## src/source/motorPkg.sv

```systemverilog
/* Board constants, quadlet field positions and bus types for the motor write path.
   Modules refer to these by scoped names. */
`default_nettype none

package motorPkg;

   // Board size
   localparam int numMotors = 4;
   localparam int chanWidth = $clog2(numMotors);
   localparam logic [chanWidth-1:0] lastChan = chanWidth'(numMotors - 1);

   // Block quadlet index, the power quadlet follows the DAC quadlets
   localparam int rtAddrWidth = 4;
   localparam logic [rtAddrWidth-1:0] ctrlQuadIndex = rtAddrWidth'(numMotors);

   // Host bus addressing
   localparam int axiAddrWidth = 8;
   localparam logic [axiAddrWidth-1:0] statusAddr = 'h20;

   // Local bus register offset of the DAC register
   localparam logic [3:0] dacOffset = 4'd1;

   // DAC quadlet fields
   localparam int dacValidBit = 31;
   localparam int ampMaskBit = 29;
   localparam int ampValueBit = 28;
   localparam int dacValueWidth = 16;

   // Power quadlet, only the low bits are kept
   localparam int ctrlWidth = 20;
   localparam int ampValuePos = 0;
   localparam int ampMaskPos = 8;
   localparam int boardPowerMaskPos = 18;
   localparam int boardPowerValuePos = 19;

   // One block quadlet from the host port
   typedef struct packed {
      logic en;
      logic [rtAddrWidth-1:0] addr;
      logic [31:0] data;
   } rtWrite_t;

   // Board local register bus
   typedef struct packed {
      logic writeEn;
      logic blkStart;
      logic regWen;
      logic blkWen;
      logic [7:0] addr;
      logic [31:0] data;
   } localBus_t;

   // Amplifier requests carried by the DAC quadlets
   typedef struct packed {
      logic [numMotors-1:0] mask;
      logic [numMotors-1:0] value;
   } ampRequest_t;

endpackage

`default_nettype wire

```

## src/source/dacChannelBank.sv

```systemverilog
/* DAC bank on the local bus. Stages one quadlet per channel and loads the
   valid channels together on the block commit. */
`default_nettype none

module dacChannelBank (
   input  wire                    clk,
   input  wire                    reset,
   input  motorPkg::localBus_t    bus,
   output logic [motorPkg::numMotors-1:0][motorPkg::dacValueWidth-1:0] dacValue,
   output logic [motorPkg::numMotors-1:0] dacUpdate,
   output motorPkg::ampRequest_t  ampRequest
);

   logic [31:0] stageData [motorPkg::numMotors];
   logic [motorPkg::numMotors-1:0] staged;
   logic [motorPkg::chanWidth-1:0] stageIdx;
   logic stageHit;
   logic commit;

   // Commit is a block strobe without a register strobe
   assign commit = bus.writeEn && bus.blkWen && !bus.regWen;

   // DAC register of channel 1..numMotors, high nibble is channel plus one
   assign stageHit = bus.writeEn && bus.regWen && !bus.blkWen &&
                     (bus.addr[3:0] == motorPkg::dacOffset) &&
                     (bus.addr[7:4] != 4'd0) &&
                     (bus.addr[7:4] <= 4'(motorPkg::numMotors));
   assign stageIdx = (motorPkg::chanWidth)'(bus.addr[7:4] - 4'd1);

   // Staged flags, dropped at block start and after the commit
   always_ff @(posedge clk) begin
      if (reset) begin
         staged <= '0;
      end else if (bus.blkStart || commit) begin
         staged <= '0;
      end else if (stageHit) begin
         staged[stageIdx] <= 1'b1;
      end
   end

   always_ff @(posedge clk) begin
      if (stageHit) begin
         stageData[stageIdx] <= bus.data;
      end
   end

   // Load the valid channels, one update pulse each
   always_ff @(posedge clk) begin
      if (reset) begin
         dacValue <= '0;
         dacUpdate <= '0;
      end else begin
         dacUpdate <= '0;
         if (commit) begin
            for (int i = 0; i < motorPkg::numMotors; i++) begin
               if (staged[i] && stageData[i][motorPkg::dacValidBit]) begin
                  dacValue[i] <= stageData[i][motorPkg::dacValueWidth-1:0];
                  dacUpdate[i] <= 1'b1;
               end
            end
         end
      end
   end

   // Amp requests go to power control in the commit cycle only
   always_comb begin
      for (int i = 0; i < motorPkg::numMotors; i++) begin
         ampRequest.mask[i] = commit && staged[i] && stageData[i][motorPkg::ampMaskBit];
         ampRequest.value[i] = commit && staged[i] && stageData[i][motorPkg::ampValueBit];
      end
   end

endmodule

`default_nettype wire

```

## src/source/motorWriteTop.sv

```systemverilog
/* Top of the real-time write path: host port, block writer, DAC bank and
   power control joined by the local bus. */
`default_nettype none

module motorWriteTop (
   input  wire                                 clk,
   input  wire                                 reset,
   input  wire                                 awvalid,
   output logic                                awready,
   input  wire  [motorPkg::axiAddrWidth-1:0]   awaddr,
   input  wire                                 wvalid,
   output logic                                wready,
   input  wire  [31:0]                         wdata,
   input  wire  [3:0]                          wstrb,
   output logic                                bvalid,
   input  wire                                 bready,
   output logic [1:0]                          bresp,
   input  wire                                 arvalid,
   output logic                                arready,
   input  wire  [motorPkg::axiAddrWidth-1:0]   araddr,
   output logic                                rvalid,
   input  wire                                 rready,
   output logic [31:0]                         rdata,
   output logic [1:0]                          rresp,
   output logic [motorPkg::numMotors-1:0][motorPkg::dacValueWidth-1:0] dacValue,
   output logic [motorPkg::numMotors-1:0]      dacUpdate,
   output logic [motorPkg::numMotors-1:0]      ampEnable,
   output logic                                boardPower
);

   motorPkg::rtWrite_t rtWrite;
   motorPkg::localBus_t localBus;
   motorPkg::ampRequest_t ampRequest;
   logic busy;

   rtHostPort hostPort (
      .clk, .reset, .awvalid, .awready, .awaddr, .wvalid, .wready, .wdata, .wstrb,
      .bvalid, .bready, .bresp, .arvalid, .arready, .araddr, .rvalid, .rready,
      .rdata, .rresp, .rtWrite, .busy, .ampEnable, .boardPower
   );

   rtBlockWriter blockWriter (.clk, .reset, .rtWrite, .bus(localBus), .busy);

   dacChannelBank dacBank (.clk, .reset, .bus(localBus), .dacValue, .dacUpdate, .ampRequest);

   powerControl power (.clk, .reset, .bus(localBus), .ampRequest, .ampEnable, .boardPower);

endmodule

`default_nettype wire

```

## src/source/powerControl.sv

```systemverilog
/* Power control register on the local bus. Holds amplifier enables and board
   power; DAC commits and the power quadlet both update them. */
`default_nettype none

module powerControl (
   input  wire                              clk,
   input  wire                              reset,
   input  motorPkg::localBus_t              bus,
   input  motorPkg::ampRequest_t            ampRequest,
   output logic [motorPkg::numMotors-1:0]   ampEnable,
   output logic                             boardPower
);

   logic commit;
   logic quadWrite;

   // Both strobes together mark the power quadlet
   assign commit = bus.writeEn && bus.blkWen && !bus.regWen;
   assign quadWrite = bus.writeEn && bus.regWen && bus.blkWen;

   always_ff @(posedge clk) begin
      if (reset) begin
         ampEnable <= '0;
         boardPower <= 1'b0;
      end else begin
         // Requests forwarded by the DAC bank
         if (commit) begin
            for (int i = 0; i < motorPkg::numMotors; i++) begin
               if (ampRequest.mask[i]) begin
                  ampEnable[i] <= ampRequest.value[i];
               end
            end
         end
         // Masked update from the power quadlet
         if (quadWrite) begin
            for (int i = 0; i < motorPkg::numMotors; i++) begin
               if (bus.data[motorPkg::ampMaskPos + i]) begin
                  ampEnable[i] <= bus.data[motorPkg::ampValuePos + i];
               end
            end
            if (bus.data[motorPkg::boardPowerMaskPos]) begin
               boardPower <= bus.data[motorPkg::boardPowerValuePos];
            end
         end
      end
   end

   // Power quadlet only ever targets register 0
   quadAtZero: assert property (@(posedge clk) disable iff (reset)
      (bus.regWen && bus.blkWen) |-> (bus.addr == 8'd0));

endmodule

`default_nettype wire

```

## src/source/rtBlockWriter.sv

```systemverilog
/* Stores a real-time block and replays it as timed writes on the local bus.
   The power quadlet index starts the sequence; busy covers it until idle. */
`default_nettype none

module rtBlockWriter (
   input  wire                   clk,
   input  wire                   reset,
   input  motorPkg::rtWrite_t    rtWrite,
   output motorPkg::localBus_t   bus,
   output logic                  busy
);

   typedef enum logic [2:0] {
      stIdle,
      stStart,
      stWrite,
      stGap,
      stBlkWait,
      stQuadGap,
      stQuad
   } state_t;

   state_t state;
   logic [1:0] gapCnt;
   logic [motorPkg::chanWidth-1:0] chan;
   logic [motorPkg::chanWidth-1:0] nextChan;
   logic [31:0] dacStore [motorPkg::numMotors];
   logic [motorPkg::ctrlWidth-1:0] ctrlStore;
   logic anyActive;
   logic lastQuad;

   // Local bus address of a channel's DAC register
   function automatic logic [7:0] chanAddr(input logic [motorPkg::chanWidth-1:0] ch);
      return {4'(ch) + 4'd1, motorPkg::dacOffset};
   endfunction

   assign nextChan = chan + 1'b1;
   assign lastQuad = (rtWrite.addr == motorPkg::ctrlQuadIndex);
   assign busy = (state != stIdle);

   // Any channel with a DAC value or an amp request pending
   always_comb begin
      anyActive = 1'b0;
      for (int i = 0; i < motorPkg::numMotors; i++) begin
         anyActive |= dacStore[i][motorPkg::dacValidBit] | dacStore[i][motorPkg::ampMaskBit];
      end
   end

   always_ff @(posedge clk) begin
      if (reset) begin
         state <= stIdle;
         gapCnt <= 2'd0;
         chan <= '0;
         bus.writeEn <= 1'b0;
         bus.blkStart <= 1'b0;
         bus.regWen <= 1'b0;
         bus.blkWen <= 1'b0;
         // Stored data may stay, the pending flags may not
         for (int i = 0; i < motorPkg::numMotors; i++) begin
            dacStore[i][motorPkg::dacValidBit] <= 1'b0;
            dacStore[i][motorPkg::ampMaskBit] <= 1'b0;
         end
      end else begin
         // Free running gap counter, held at zero while idle
         gapCnt <= (state == stIdle) ? 2'd0 : gapCnt + 2'd1;

         case (state)
            stIdle: begin
               if (rtWrite.en) begin
                  if (lastQuad) begin
                     ctrlStore <= rtWrite.data[motorPkg::ctrlWidth-1:0];
                     bus.writeEn <= 1'b1;
                     if (anyActive) begin
                        // Block start held for four cycles
                        bus.blkStart <= 1'b1;
                        state <= stStart;
                     end else begin
                        // Nothing for the DACs, power quadlet goes out next cycle
                        bus.regWen <= 1'b1;
                        bus.blkWen <= 1'b1;
                        bus.addr <= 8'd0;
                        bus.data <= 32'(rtWrite.data[motorPkg::ctrlWidth-1:0]);
                        state <= stQuad;
                     end
                  end else begin
                     dacStore[rtWrite.addr[motorPkg::chanWidth-1:0]] <= rtWrite.data;
                  end
               end
            end

            stStart: begin
               if (gapCnt == 2'd3) begin
                  // First channel write follows the start strobe directly
                  bus.blkStart <= 1'b0;
                  bus.regWen <= 1'b1;
                  bus.addr <= chanAddr('0);
                  bus.data <= dacStore[0];
                  chan <= '0;
                  state <= stWrite;
               end
            end

            stWrite: begin
               bus.regWen <= 1'b0;
               // Written channel is no longer pending
               dacStore[chan][motorPkg::dacValidBit] <= 1'b0;
               dacStore[chan][motorPkg::ampMaskBit] <= 1'b0;
               state <= stGap;
            end

            stGap: begin
               // Three idle cycles between channel writes
               if (gapCnt == 2'd3) begin
                  if (chan == motorPkg::lastChan) begin
                     state <= stBlkWait;
                  end else begin
                     chan <= nextChan;
                     bus.regWen <= 1'b1;
                     bus.addr <= chanAddr(nextChan);
                     bus.data <= dacStore[nextChan];
                     state <= stWrite;
                  end
               end
            end

            stBlkWait: begin
               // Commit one slot after the last channel
               if (gapCnt == 2'd3) begin
                  bus.blkWen <= 1'b1;
                  state <= stQuadGap;
               end
            end

            stQuadGap: begin
               if (bus.blkWen) begin
                  // Commit cycle, restart the gap count for the power write
                  bus.blkWen <= 1'b0;
                  gapCnt <= 2'd0;
                  if (ctrlStore == '0) begin
                     bus.writeEn <= 1'b0;
                     state <= stIdle;
                  end
               end else if (gapCnt == 2'd3) begin
                  bus.regWen <= 1'b1;
                  bus.blkWen <= 1'b1;
                  bus.addr <= 8'd0;
                  bus.data <= 32'(ctrlStore);
                  state <= stQuad;
               end
            end

            stQuad: begin
               // Power quadlet is on the bus this cycle
               bus.regWen <= 1'b0;
               bus.blkWen <= 1'b0;
               bus.writeEn <= 1'b0;
               state <= stIdle;
            end

            default: begin
               state <= stIdle;
            end
         endcase
      end
   end

   // Targets need a quiet cycle after every register write
   regWenSpaced: assert property (@(posedge clk) disable iff (reset)
      bus.regWen |=> !bus.regWen);

   // No register traffic while the start strobe is up
   startNoWrite: assert property (@(posedge clk) disable iff (reset)
      !(bus.blkStart && bus.regWen));

endmodule

`default_nettype wire

```

## src/source/rtHostPort.sv

```systemverilog
/* AXI4-Lite slave for the real-time block. Each accepted quadlet becomes one
   rtWrite pulse; reads return the status word. */
`default_nettype none

module rtHostPort (
   input  wire                                 clk,
   input  wire                                 reset,
   // Write address and data
   input  wire                                 awvalid,
   output logic                                awready,
   input  wire  [motorPkg::axiAddrWidth-1:0]   awaddr,
   input  wire                                 wvalid,
   output logic                                wready,
   input  wire  [31:0]                         wdata,
   input  wire  [3:0]                          wstrb,
   // Write response
   output logic                                bvalid,
   input  wire                                 bready,
   output logic [1:0]                          bresp,
   // Read channel
   input  wire                                 arvalid,
   output logic                                arready,
   input  wire  [motorPkg::axiAddrWidth-1:0]   araddr,
   output logic                                rvalid,
   input  wire                                 rready,
   output logic [31:0]                         rdata,
   output logic [1:0]                          rresp,
   // Block writer side
   output motorPkg::rtWrite_t                  rtWrite,
   input  wire                                 busy,
   input  wire  [motorPkg::numMotors-1:0]      ampEnable,
   input  wire                                 boardPower
);

   logic accept;
   logic inRange;
   logic readAccept;
   logic [31:0] maskedData;
   logic [31:0] statusWord;

   // Address and data are taken together
   // Stalled while the writer is busy or a response is pending
   assign awready = !busy && !bvalid;
   assign wready = awready;
   assign accept = awvalid && wvalid && awready;

   // Quadlet k sits at byte address 4k, k up to the power quadlet
   assign inRange = (awaddr[1:0] == 2'b00) &&
                    (awaddr[motorPkg::axiAddrWidth-1:motorPkg::rtAddrWidth+2] == '0) &&
                    (awaddr[motorPkg::rtAddrWidth+1:2] <= motorPkg::ctrlQuadIndex);

   // Bytes without a strobe read as zero
   always_comb begin
      for (int b = 0; b < 4; b++) begin
         maskedData[8*b +: 8] = wstrb[b] ? wdata[8*b +: 8] : 8'h00;
      end
   end

   always_ff @(posedge clk) begin
      if (reset) begin
         rtWrite.en <= 1'b0;
      end else begin
         // Out of range writes are answered but dropped
         rtWrite.en <= accept && inRange;
         if (accept) begin
            rtWrite.addr <= awaddr[motorPkg::rtAddrWidth+1:2];
            rtWrite.data <= maskedData;
         end
      end
   end

   // Write response, always OKAY
   assign bresp = 2'b00;

   always_ff @(posedge clk) begin
      if (reset) begin
         bvalid <= 1'b0;
      end else if (accept) begin
         bvalid <= 1'b1;
      end else if (bready) begin
         bvalid <= 1'b0;
      end
   end

   // Status word: busy, board power, amplifier enables
   always_comb begin
      statusWord = '0;
      statusWord[31] = busy;
      statusWord[16] = boardPower;
      statusWord[motorPkg::numMotors-1:0] = ampEnable;
   end

   // One read outstanding at a time
   assign arready = !rvalid;
   assign readAccept = arvalid && arready;
   assign rresp = 2'b00;

   always_ff @(posedge clk) begin
      if (reset) begin
         rvalid <= 1'b0;
      end else if (readAccept) begin
         rvalid <= 1'b1;
      end else if (rready) begin
         rvalid <= 1'b0;
      end
   end

   // Anything but the status address reads zero
   always_ff @(posedge clk) begin
      if (readAccept) begin
         rdata <= (araddr == motorPkg::statusAddr) ? statusWord : 32'd0;
      end
   end

   // A quadlet must never reach the writer during a running sequence
   noWriteWhileBusy: assert property (@(posedge clk) disable iff (reset)
      rtWrite.en |-> !busy);

endmodule

`default_nettype wire

```

## config.mk

```make
export PLATFORM = sky130hd
export DESIGN_NAME = motorWriteTop
export DESIGN_NICKNAME = d
export VERILOG_FILES = /design/src/source/motorPkg.sv /design/src/source/dacChannelBank.sv /design/src/source/motorWriteTop.sv /design/src/source/powerControl.sv /design/src/source/rtBlockWriter.sv /design/src/source/rtHostPort.sv
export SDC_FILE = /design/constraint.sdc
export NUM_CORES = 1
export LEC_CHECK = 0
export BUFFER_PORTS_ARGS = -buffer_cell sky130_fd_sc_hd__buf_2
export CAP_MARGIN = 0
export CORE_MARGIN = 2
export CORE_UTILIZATION = 50
export CTS_CLUSTER_DIAMETER = 40
export DETAILED_ROUTE_END_ITERATION = 7
export PLACE_DENSITY = 0.77
export SYNTH_ARGS = -nofsm -noshare
export SYNTH_HDL_FRONTEND = slang
export SYNTH_HIERARCHICAL = 1
export SYNTH_SLANG_ARGS = --single-unit
```

## constraint.sdc

```tcl
create_clock -name clk -period 5.4 [get_ports clk]
set_input_delay 0.54 -clock clk [delete_from_list [all_inputs] [get_ports clk]]
set_output_delay 0.54 -clock clk [all_outputs]
set_load 0.03 [all_outputs]
```

# == Word level (Yosys, flattened, before mapping) ==
# Memories as Yosys holds them, arrays and structs flattened.
# Index checks and enable logic that the tools add are counted.
# classes
add_sub_neg,4
mul,0
div,0
order_cmp,4
n_eq_ne,25
shift,0
mux,78
n_bitwise,10
reduce_logical,71
# op_table
operator,count
40-bit two-way mux,4
40-bit case mux with 4 select lines,1
44-bit two-way mux,2
42-bit two-way mux,2
32-bit two-way mux,2
32-bit OR reduction,2
1-bit two-way mux,37
1-bit logical AND,32
3-bit two-way mux,10
2-bit two-way mux,11
20-bit logical NOT,1
3-bit case mux with 6 select lines,1
2-bit by 1-bit != test with 1-bit output (second input constant),8
5-bit AND reduction,3
2-bit AND reduction,6
4-bit nonzero test,3
10-bit AND reduction,1
3-bit equality test (second input constant),3
9-bit AND reduction,1
8-bit by 6-bit equality test with 1-bit output (second input constant),1
4-bit by 3-bit less-or-equal comparator with 1-bit output (second input constant),2
4-bit two-way mux,2
2-bit != test (second input constant),4
4-bit AND reduction,2
other kinds (30),51
# totals
ff_bits,219
latchBits,0
ram_bits,256
romBits,0
mem_count,2
# memory_table
name,words,width,rd,rd_ports_with_merged_regs,write_ports,line,source
blockWriter.dacStore,4,32,5,0,4,rtBlockWriter.sv:27,logic [31:0] dacStore [motorPkg::numMotors];
dacBank.stageData,4,32,4,0,1,dacChannelBank.sv:14,logic [31:0] stageData [motorPkg::numMotors];

# == Logic depth before layout (Yosys ltp) ==
# Gate-level depths: netlist of the first run.
# logic_depth
word_depth,9
depth_mapped,10

# == Cells and area by module ==
# Netlist of the first run, hierarchy kept.
# modules_own_cells
module,n_inst,cells_per_inst,area_each_um2
rtBlockWriter,1,580,8430.6
dacChannelBank,1,399,5556.6
rtHostPort,1,138,1956.9
powerControl,1,30,280.3

# == Least setup slack after synthesis of the first run ==
# No wires, ideal clock.
# synth_path
path_type,reg2reg
start,register blockWriter.state[2]
end,register hostPort/rtWrite[0] (netlist name)
setup_time_ps,474
t_arrival_ps,3431
path_slack_ps,1495
path_stages_with_launch,5
n_path_buf,1
synth_period_minus_slack_ps,3905
path_cell_list,dfxtp_1 -> buf_2 -> nor3_2 -> inv_1 -> nor3_1
# synth_via
elab_chain_len,5
# synth_rtl
item,line,source
"start, declared",rtBlockWriter.sv:23,state_t state;
"start signal, assigned",rtBlockWriter.sv:51,state <= stIdle;
"start signal, assigned",rtBlockWriter.sv:76,state <= stStart;
"start signal, assigned",rtBlockWriter.sv:83,state <= stQuad;
3-bit nonzero test,rtBlockWriter.sv:39,assign busy = (state != stIdle);
net busy,motorWriteTop.sv:34,logic busy;
1-bit logical NOT,rtHostPort.sv:43,assign awready = !busy && !bvalid;
1-bit logical AND,rtHostPort.sv:43,
1-bit logical AND,rtHostPort.sv:45,assign accept = awvalid && wvalid && awready;
2-bit AND reduction (no source line),-,
# The timed path passes the listed nets, and every way through them passes these cells.
# A chain may end at the register's enable or synchronous reset.

# == Worst setup path in the final report of the first run ==
# layout_path
start,register blockWriter/chan[0] (netlist bit)
end,register blockWriter/bus[3] (netlist name)
# layout_via
elab_chain_len,5
# layout_rtl
item,line,source
"start, declared",rtBlockWriter.sv:25,logic [motorPkg::chanWidth-1:0] chan;
"start signal, assigned",rtBlockWriter.sv:117,chan <= nextChan;
2-bit by 1-bit adder with 2-bit output,rtBlockWriter.sv:37,assign nextChan = chan + 1'b1;
memory read 4 x 32 bit,-,
40-bit two-way mux,rtBlockWriter.sv:114,if (chan == motorPkg::lastChan) begin
40-bit two-way mux,rtBlockWriter.sv:113,if (gapCnt == 2'd3) begin
40-bit case mux with 4 select lines,rtBlockWriter.sv:67,case (state)
# Every way passes these cells. The select of a mux whose other input is x is not followed.

==> flow_summary.json, run 1 <==
{
  "wl_per_cell_microns": 18.80,
  "gp_congestion": 0.7698,
  "path_buf_inv": 2,
  "yosys_warnings": 6,
  "crit_family": "adder cells",
  "cp.required_ps": 5700,
  "crit_path_end_kind": "flip-flop",
  "worstSkewPairLatency_ps": 530,
  "seqPwrFrac_pct": 48.9,
  "cp.arrival_ps": 3380,
  "power.switching_mw": 1.373,
  "grt_overflow": 0,
  "drc": 0,
  "hold_violations": 0,
  "dp_hpwl_microns": 18370,
  "numClockSinks": 329,
  "synth_cells": 1010,
  "diodes": 0,
  "fin_worst_skew_ps": 24.55,
  "ctsLongestPathBuffers": 3,
  "num-nets-final": 1189,
  "setup_slack_ps": 2323,
  "grt_start_max_net_pins": 89,
  "p_per_area_nw_per_um2": 372.2,
  "min_period_ps": 3077,
  "switching_share_pct": 23.42,
  "p_clk_share_pct": 44.4,
  "rows": 60,
  "cts_root_buffer": "clkbuf_16",
  "layout_common_cells": "edfxtp_1, nand2b_1, buf_2",
  "finalInstanceArea_sq_um": 15750,
  "via_per_inst": 5.442,
  "drive_gt1_share_pct": 21.76,
  "cts.clk_slew.worst_paths_ps": 60,
  "antenna_found_initial": 0,
  "syn2layout_area_growth_pct": 14.67,
  "ctsResizeCount": 0,
  "io_pins": 173,
  "gr-usage-met3_pct": 3.078,
  "synth_area_per_cell_sq_um": 13.60,
  "routed_wl_microns": 28180,
  "grt_use_met2_pct": 33.43,
  "drtIter0Drc": 620,
  "intPower_mw": 4.490,
  "post-cts-setup-buffer-count": 0,
  "syn-cell-area_sq_um": 13740,
  "drtPass1Iterations": 4,
  "grt_usage_pct": 19.73,
  "drv_cap": 0,
  "pre_cts_slack_ps": 2346,
  "combPwrFrac_pct": 6.7,
  "dieHeight_microns": 169.8,
  "fin_crit_sh_pct": 56.98,
  "whs_ps": 203.2,
  "final_util_pct": 58.45,
  "io_buffers": 133,
  "worstPathMaxFanout": 31,
  "die_x_microns": 169.8,
  "startpoint_type": "flip-flop",
  "vias": 8157,
  "h-tree-depth": 2,
  "placed_cell_area_sq_um": 14440,
  "cts_hold_buf": 0,
  "grt_pass1_vias": 7965,
  "critPathMaxStageDelay_ps": 1070,
  "drv_slew": 0,
  "cts_buffers": 40,
  "grt_busiest_layer": "met2",
  "use_met1_pct": 26.93,
  "criticalPathCategory": "flip-flop to flip-flop",
  "start_util_pct": 50.97,
  "min_path_type": "input pin to flip-flop",
  "cts_tree": "built",
  "final_common_cell": "edfxtp_1",
  "setup_viol": 0,
  "cp_cell_sequence": "buf_4, inv_1, ha_1, mux4_2, nand2_1, a41oi_1",
  "cp_slowest_cell": "ha_1",
  "p_leak_nw": 5.864,
  "rsz0062_at_grt": "no",
  "grt_pass1_wl_microns": 43750,
  "status": "finished clean",
  "core_area_sq_um": 26950,
  "setup_tns_ps": 0,
  "fmax_mhz": 325.0,
  "vdd_drop_max_uv": 313.2,
  "die_area_sq_um": 28820,
  "tightest_slew_ps": 1142,
  "postRouteAntennaNets": 0,
  "slew_headroom_pct": 23.85
}
layer usage:
metal,routed length [microns],vias to the layer above
met3,1801,40
li1,-,3835
met2,13750,307
met5,0,-
met1,12210,3975
met4,420,0
area by class of cell:
class	count	area, sq um
Inverter	13	48.80
Fill cell	2056	11200
Clock inverter	19	200.2
Clock buffer	54	1115
Tap cell	341	426.7
Multi-Input combinational cell	598	4237
Sequential cell	329	8969
Timing Repair Buffer	145	758.2
metrics by stage:
step	power (mW)	cells
floorplan	3.194	1042
global placement	3.302	1426
detailed placement	3.311	1426
CTS	5.898	1499
global route	6.052	1499
finish	5.863	1499
sequential cells by signal, summed over array words and instances (netlist names), 3 cells and up:
| register | flops |
|---|---|
| dacBank/staged | 4 |
| dacBank/dacValue | 64 |
| hostPort/rdata | 6 |
| dacBank/stageData | 76 |
| blockWriter/bus | 29 |
| power/ampEnable | 4 |
| blockWriter/dacStore | 84 |
| dacBank/dacUpdate | 4 |
| blockWriter/state | 3 |
| blockWriter/ctrlStore | 20 |
| hostPort/rtWrite | 28 |
worst paths after layout:
kind                             start                         to  slack [ps]  depth (start not counted)
setup / recovery   blockWriter/chan[0]         blockWriter/bus[3]        2320                          6
setup reg to reg   blockWriter/chan[0]         blockWriter/bus[3]        2320                          6
hold / removal                  rready            hostPort/rvalid         200                          2
hold reg to reg   hostPort/rtWrite[17]  blockWriter/ctrlStore[17]         430                          0
power groups by stage:
stage	logic [mW]	clock network [mW]	registers, mW
after floorplan	0.312	0	2.88
after global placement	0.383	0	2.92
after detailed placement	0.390	0	2.92
after CTS	0.392	2.64	2.87
after global routing	0.430	2.75	2.88
final	0.391	2.60	2.87
No activity file was read; power rests on OpenSTA's default activity.
==> run 2: changes to the inputs <==
--- a/config.mk
+++ b/config.mk
@@ -11,7 +11,7 @@
 export CORE_UTILIZATION = 50
 export CTS_CLUSTER_DIAMETER = 40
 export DETAILED_ROUTE_END_ITERATION = 7
-export PLACE_DENSITY = 0.77
+export PLACE_DENSITY = 0.79
 export SYNTH_ARGS = -nofsm -noshare
 export SYNTH_HDL_FRONTEND = slang
 export SYNTH_HIERARCHICAL = 1
==> constraint.sdc (replaced) <==
create_clock -name clk -period 2.7 [get_ports clk]
set_input_delay 0.27 -clock clk [delete_from_list [all_inputs] [get_ports clk]]
set_output_delay 0.27 -clock clk [all_outputs]
set_load 0.03 [all_outputs]
==> run 2 against run 1 <==
  * Largest cell class unchanged
  * Final cell count rose by 1.9%
  * Power rose by 99%
  * Wire length rose by 1.4%
  * Global-route usage fell by 0.087 points
  * Largest power group unchanged
  * First-iteration DRC count rose by 24%
  * Worst setup slack got worse by 2100 ps
  * Critical path depth did not move
  * Final area rose by 1.4%
==> flow_summary.json, run 2 (synthesized netlist as in run 1, its figures left out) <==
{
  "grt_pass1_wl_microns": 43400,
  "drv_cap": 0,
  "drc": 0,
  "diodes": 0,
  "ctsLongestPathBuffers": 3,
  "grt_usage_pct": 19.64,
  "num-nets-final": 1218,
  "via_per_inst": 5.410,
  "grt_use_met2_pct": 34.37,
  "cts_root_buffer": "clkbuf_16",
  "syn2layout_area_growth_pct": 16.29,
  "fmax_mhz": 407.8,
  "routed_wl_microns": 28580,
  "crit_path_end_kind": "primary output",
  "dp_hpwl_microns": 19060,
  "drtPass1Iterations": 5,
  "cts_buffers": 38,
  "worstSkewPairLatency_ps": 530,
  "min_period_ps": 2452,
  "die_area_sq_um": 28820,
  "final_common_cell": "edfxtp_1",
  "wl_per_cell_microns": 18.72,
  "vdd_drop_max_uv": 572.9,
  "drtIter0Drc": 768,
  "post-cts-setup-buffer-count": 0,
  "cts.clk_slew.worst_paths_ps": 60,
  "startpoint_type": "flip-flop",
  "regMostFlops": "blockWriter/dacStore",
  "setup_viol": 0,
  "dieHeight_microns": 169.8,
  "setup_tns_ps": 0,
  "p_total_mw": 11.66,
  "rsz0062_at_grt": "no",
  "cp.arrival_ps": 2180,
  "grt_pass1_vias": 8026,
  "status": "finished clean",
  "vias": 8261,
  "gp_congestion": 0.8877,
  "antenna_found_initial": 0,
  "drv_slew": 0,
  "largestRegisters": "blockWriter/dacStore (84), dacBank/stageData (76), dacBank/dacValue (64)",
  "p_per_area_nw_per_um2": 730.0,
  "worstPathMaxFanout": 14,
  "postRouteAntennaNets": 0,
  "io_buffers": 133,
  "io_pins": 173,
  "slew_headroom_pct": 52.80,
  "fin_crit_sh_pct": 90.81,
  "layout_common_cells": "edfxtp_1, nand2b_1, buf_2",
  "die_x_microns": 169.8,
  "criticalPathCategory": "flip-flop to primary output",
  "core_area_sq_um": 26950,
  "grt_overflow": 0,
  "grt_start_max_net_pins": 58,
  "largest_reg_flops": 84,
  "start_util_pct": 50.97,
  "fin_worst_skew_ps": 21.27,
  "drive_gt1_share_pct": 23.10,
  "rows": 60,
  "cts_tree": "built",
  "h-tree-depth": 2,
  "use_met1_pct": 25.50,
  "hold_violations": 0,
  "numClockSinks": 329,
  "min_path_type": "input pin to flip-flop",
  "p_leak_nw": 5.997,
  "grt_busiest_layer": "met2",
  "tightest_slew_ps": 707.1,
  "cp.required_ps": 2430,
  "gr-usage-met3_pct": 3.382
}
-- run 2: cell count changes in the layout (fill, tap and decap cells not counted), moves of 2 or more --
cell and delta:
buf_4 +24, dlygate4sd3_1 +5, clkbuf_8 -4, buf_12 +2, clkbuf_1 -2, clkbuf_16 -2, clkinv_1 +2
-- run 2: routing by layer --
layer	share of wire, %	vias to the layer above	wire, microns
li1	-	3875	-
met1	42	4029	12080
met2	50	311	14190
met3	6.4	46	1822
met4	1.7	0	489
met5	0	-	0
-- run 2: repair_timing --
item,4_1_cts,5_1_grt
hold buffers,5,0
resized for setup,0,0
hold endpoints to repair,5,0
endpoints found under the setup margin,0,0
-- run 2: power by group --
| part | switching [mW] | total (mW) | internal (mW) |
|---|---|---|---|
| Clock | 2.07 | 5.06 | 3.00 |
| Sequential | 0.145 | 5.73 | 5.59 |
| Combinational | 0.562 | 0.870 | 0.308 |
| Total | 2.77 | 11.7 | 8.89 |
-- run 2: path summary, 6_finish.rpt --
| path | startpoint | cells after the start | to | slack (ps) |
|---|---|---|---|---|
| max | blockWriter/state[2] | 6 | wready | 250 |
| min | wdata[12] | 2 | hostPort/rtWrite[12] | 30 |
| max reg2reg | blockWriter/state[1] | 5 | blockWriter/bus[19] | 550 |
| min reg2reg | blockWriter/gapCnt[0] | 1 | blockWriter/gapCnt[0] | 430 |
-- run 2: per-stage QoR --
step	hold WS (ps)	instances	area (sq um)	utilization (%)	setup slack, ps
4_1_cts	18.82	1527	15980	59.28	246.7
3_3_place_gp	418.5	1452	14670	54.43	590.1
6_report	29.20	1527	15980	59.28	248.1
3_5_place_dp	425.4	1452	14670	54.43	568.4
5_1_grt	27.61	1527	15980	59.28	78.61
2_1_floorplan	342.4	1042	13870	-	-40.88
-- run 2: cell type report --
cell class	count	area, sq um
Clock inverter	24	254.0
Fill cell	2058	10970
Clock buffer	46	1002
Timing Repair Buffer	176	1028
Sequential cell	329	8969
Multi-Input combinational cell	598	4248
Inverter	13	48.80
Tap cell	341	426.7
-- run 2: worst max-delay path, stage by stage (launching register included) --
cell     delay (ps)
dfxtp_1         410
buf_4           230
nor3_2          360
inv_1           150
buf_4           190
nor2_1          110
buf_2           210
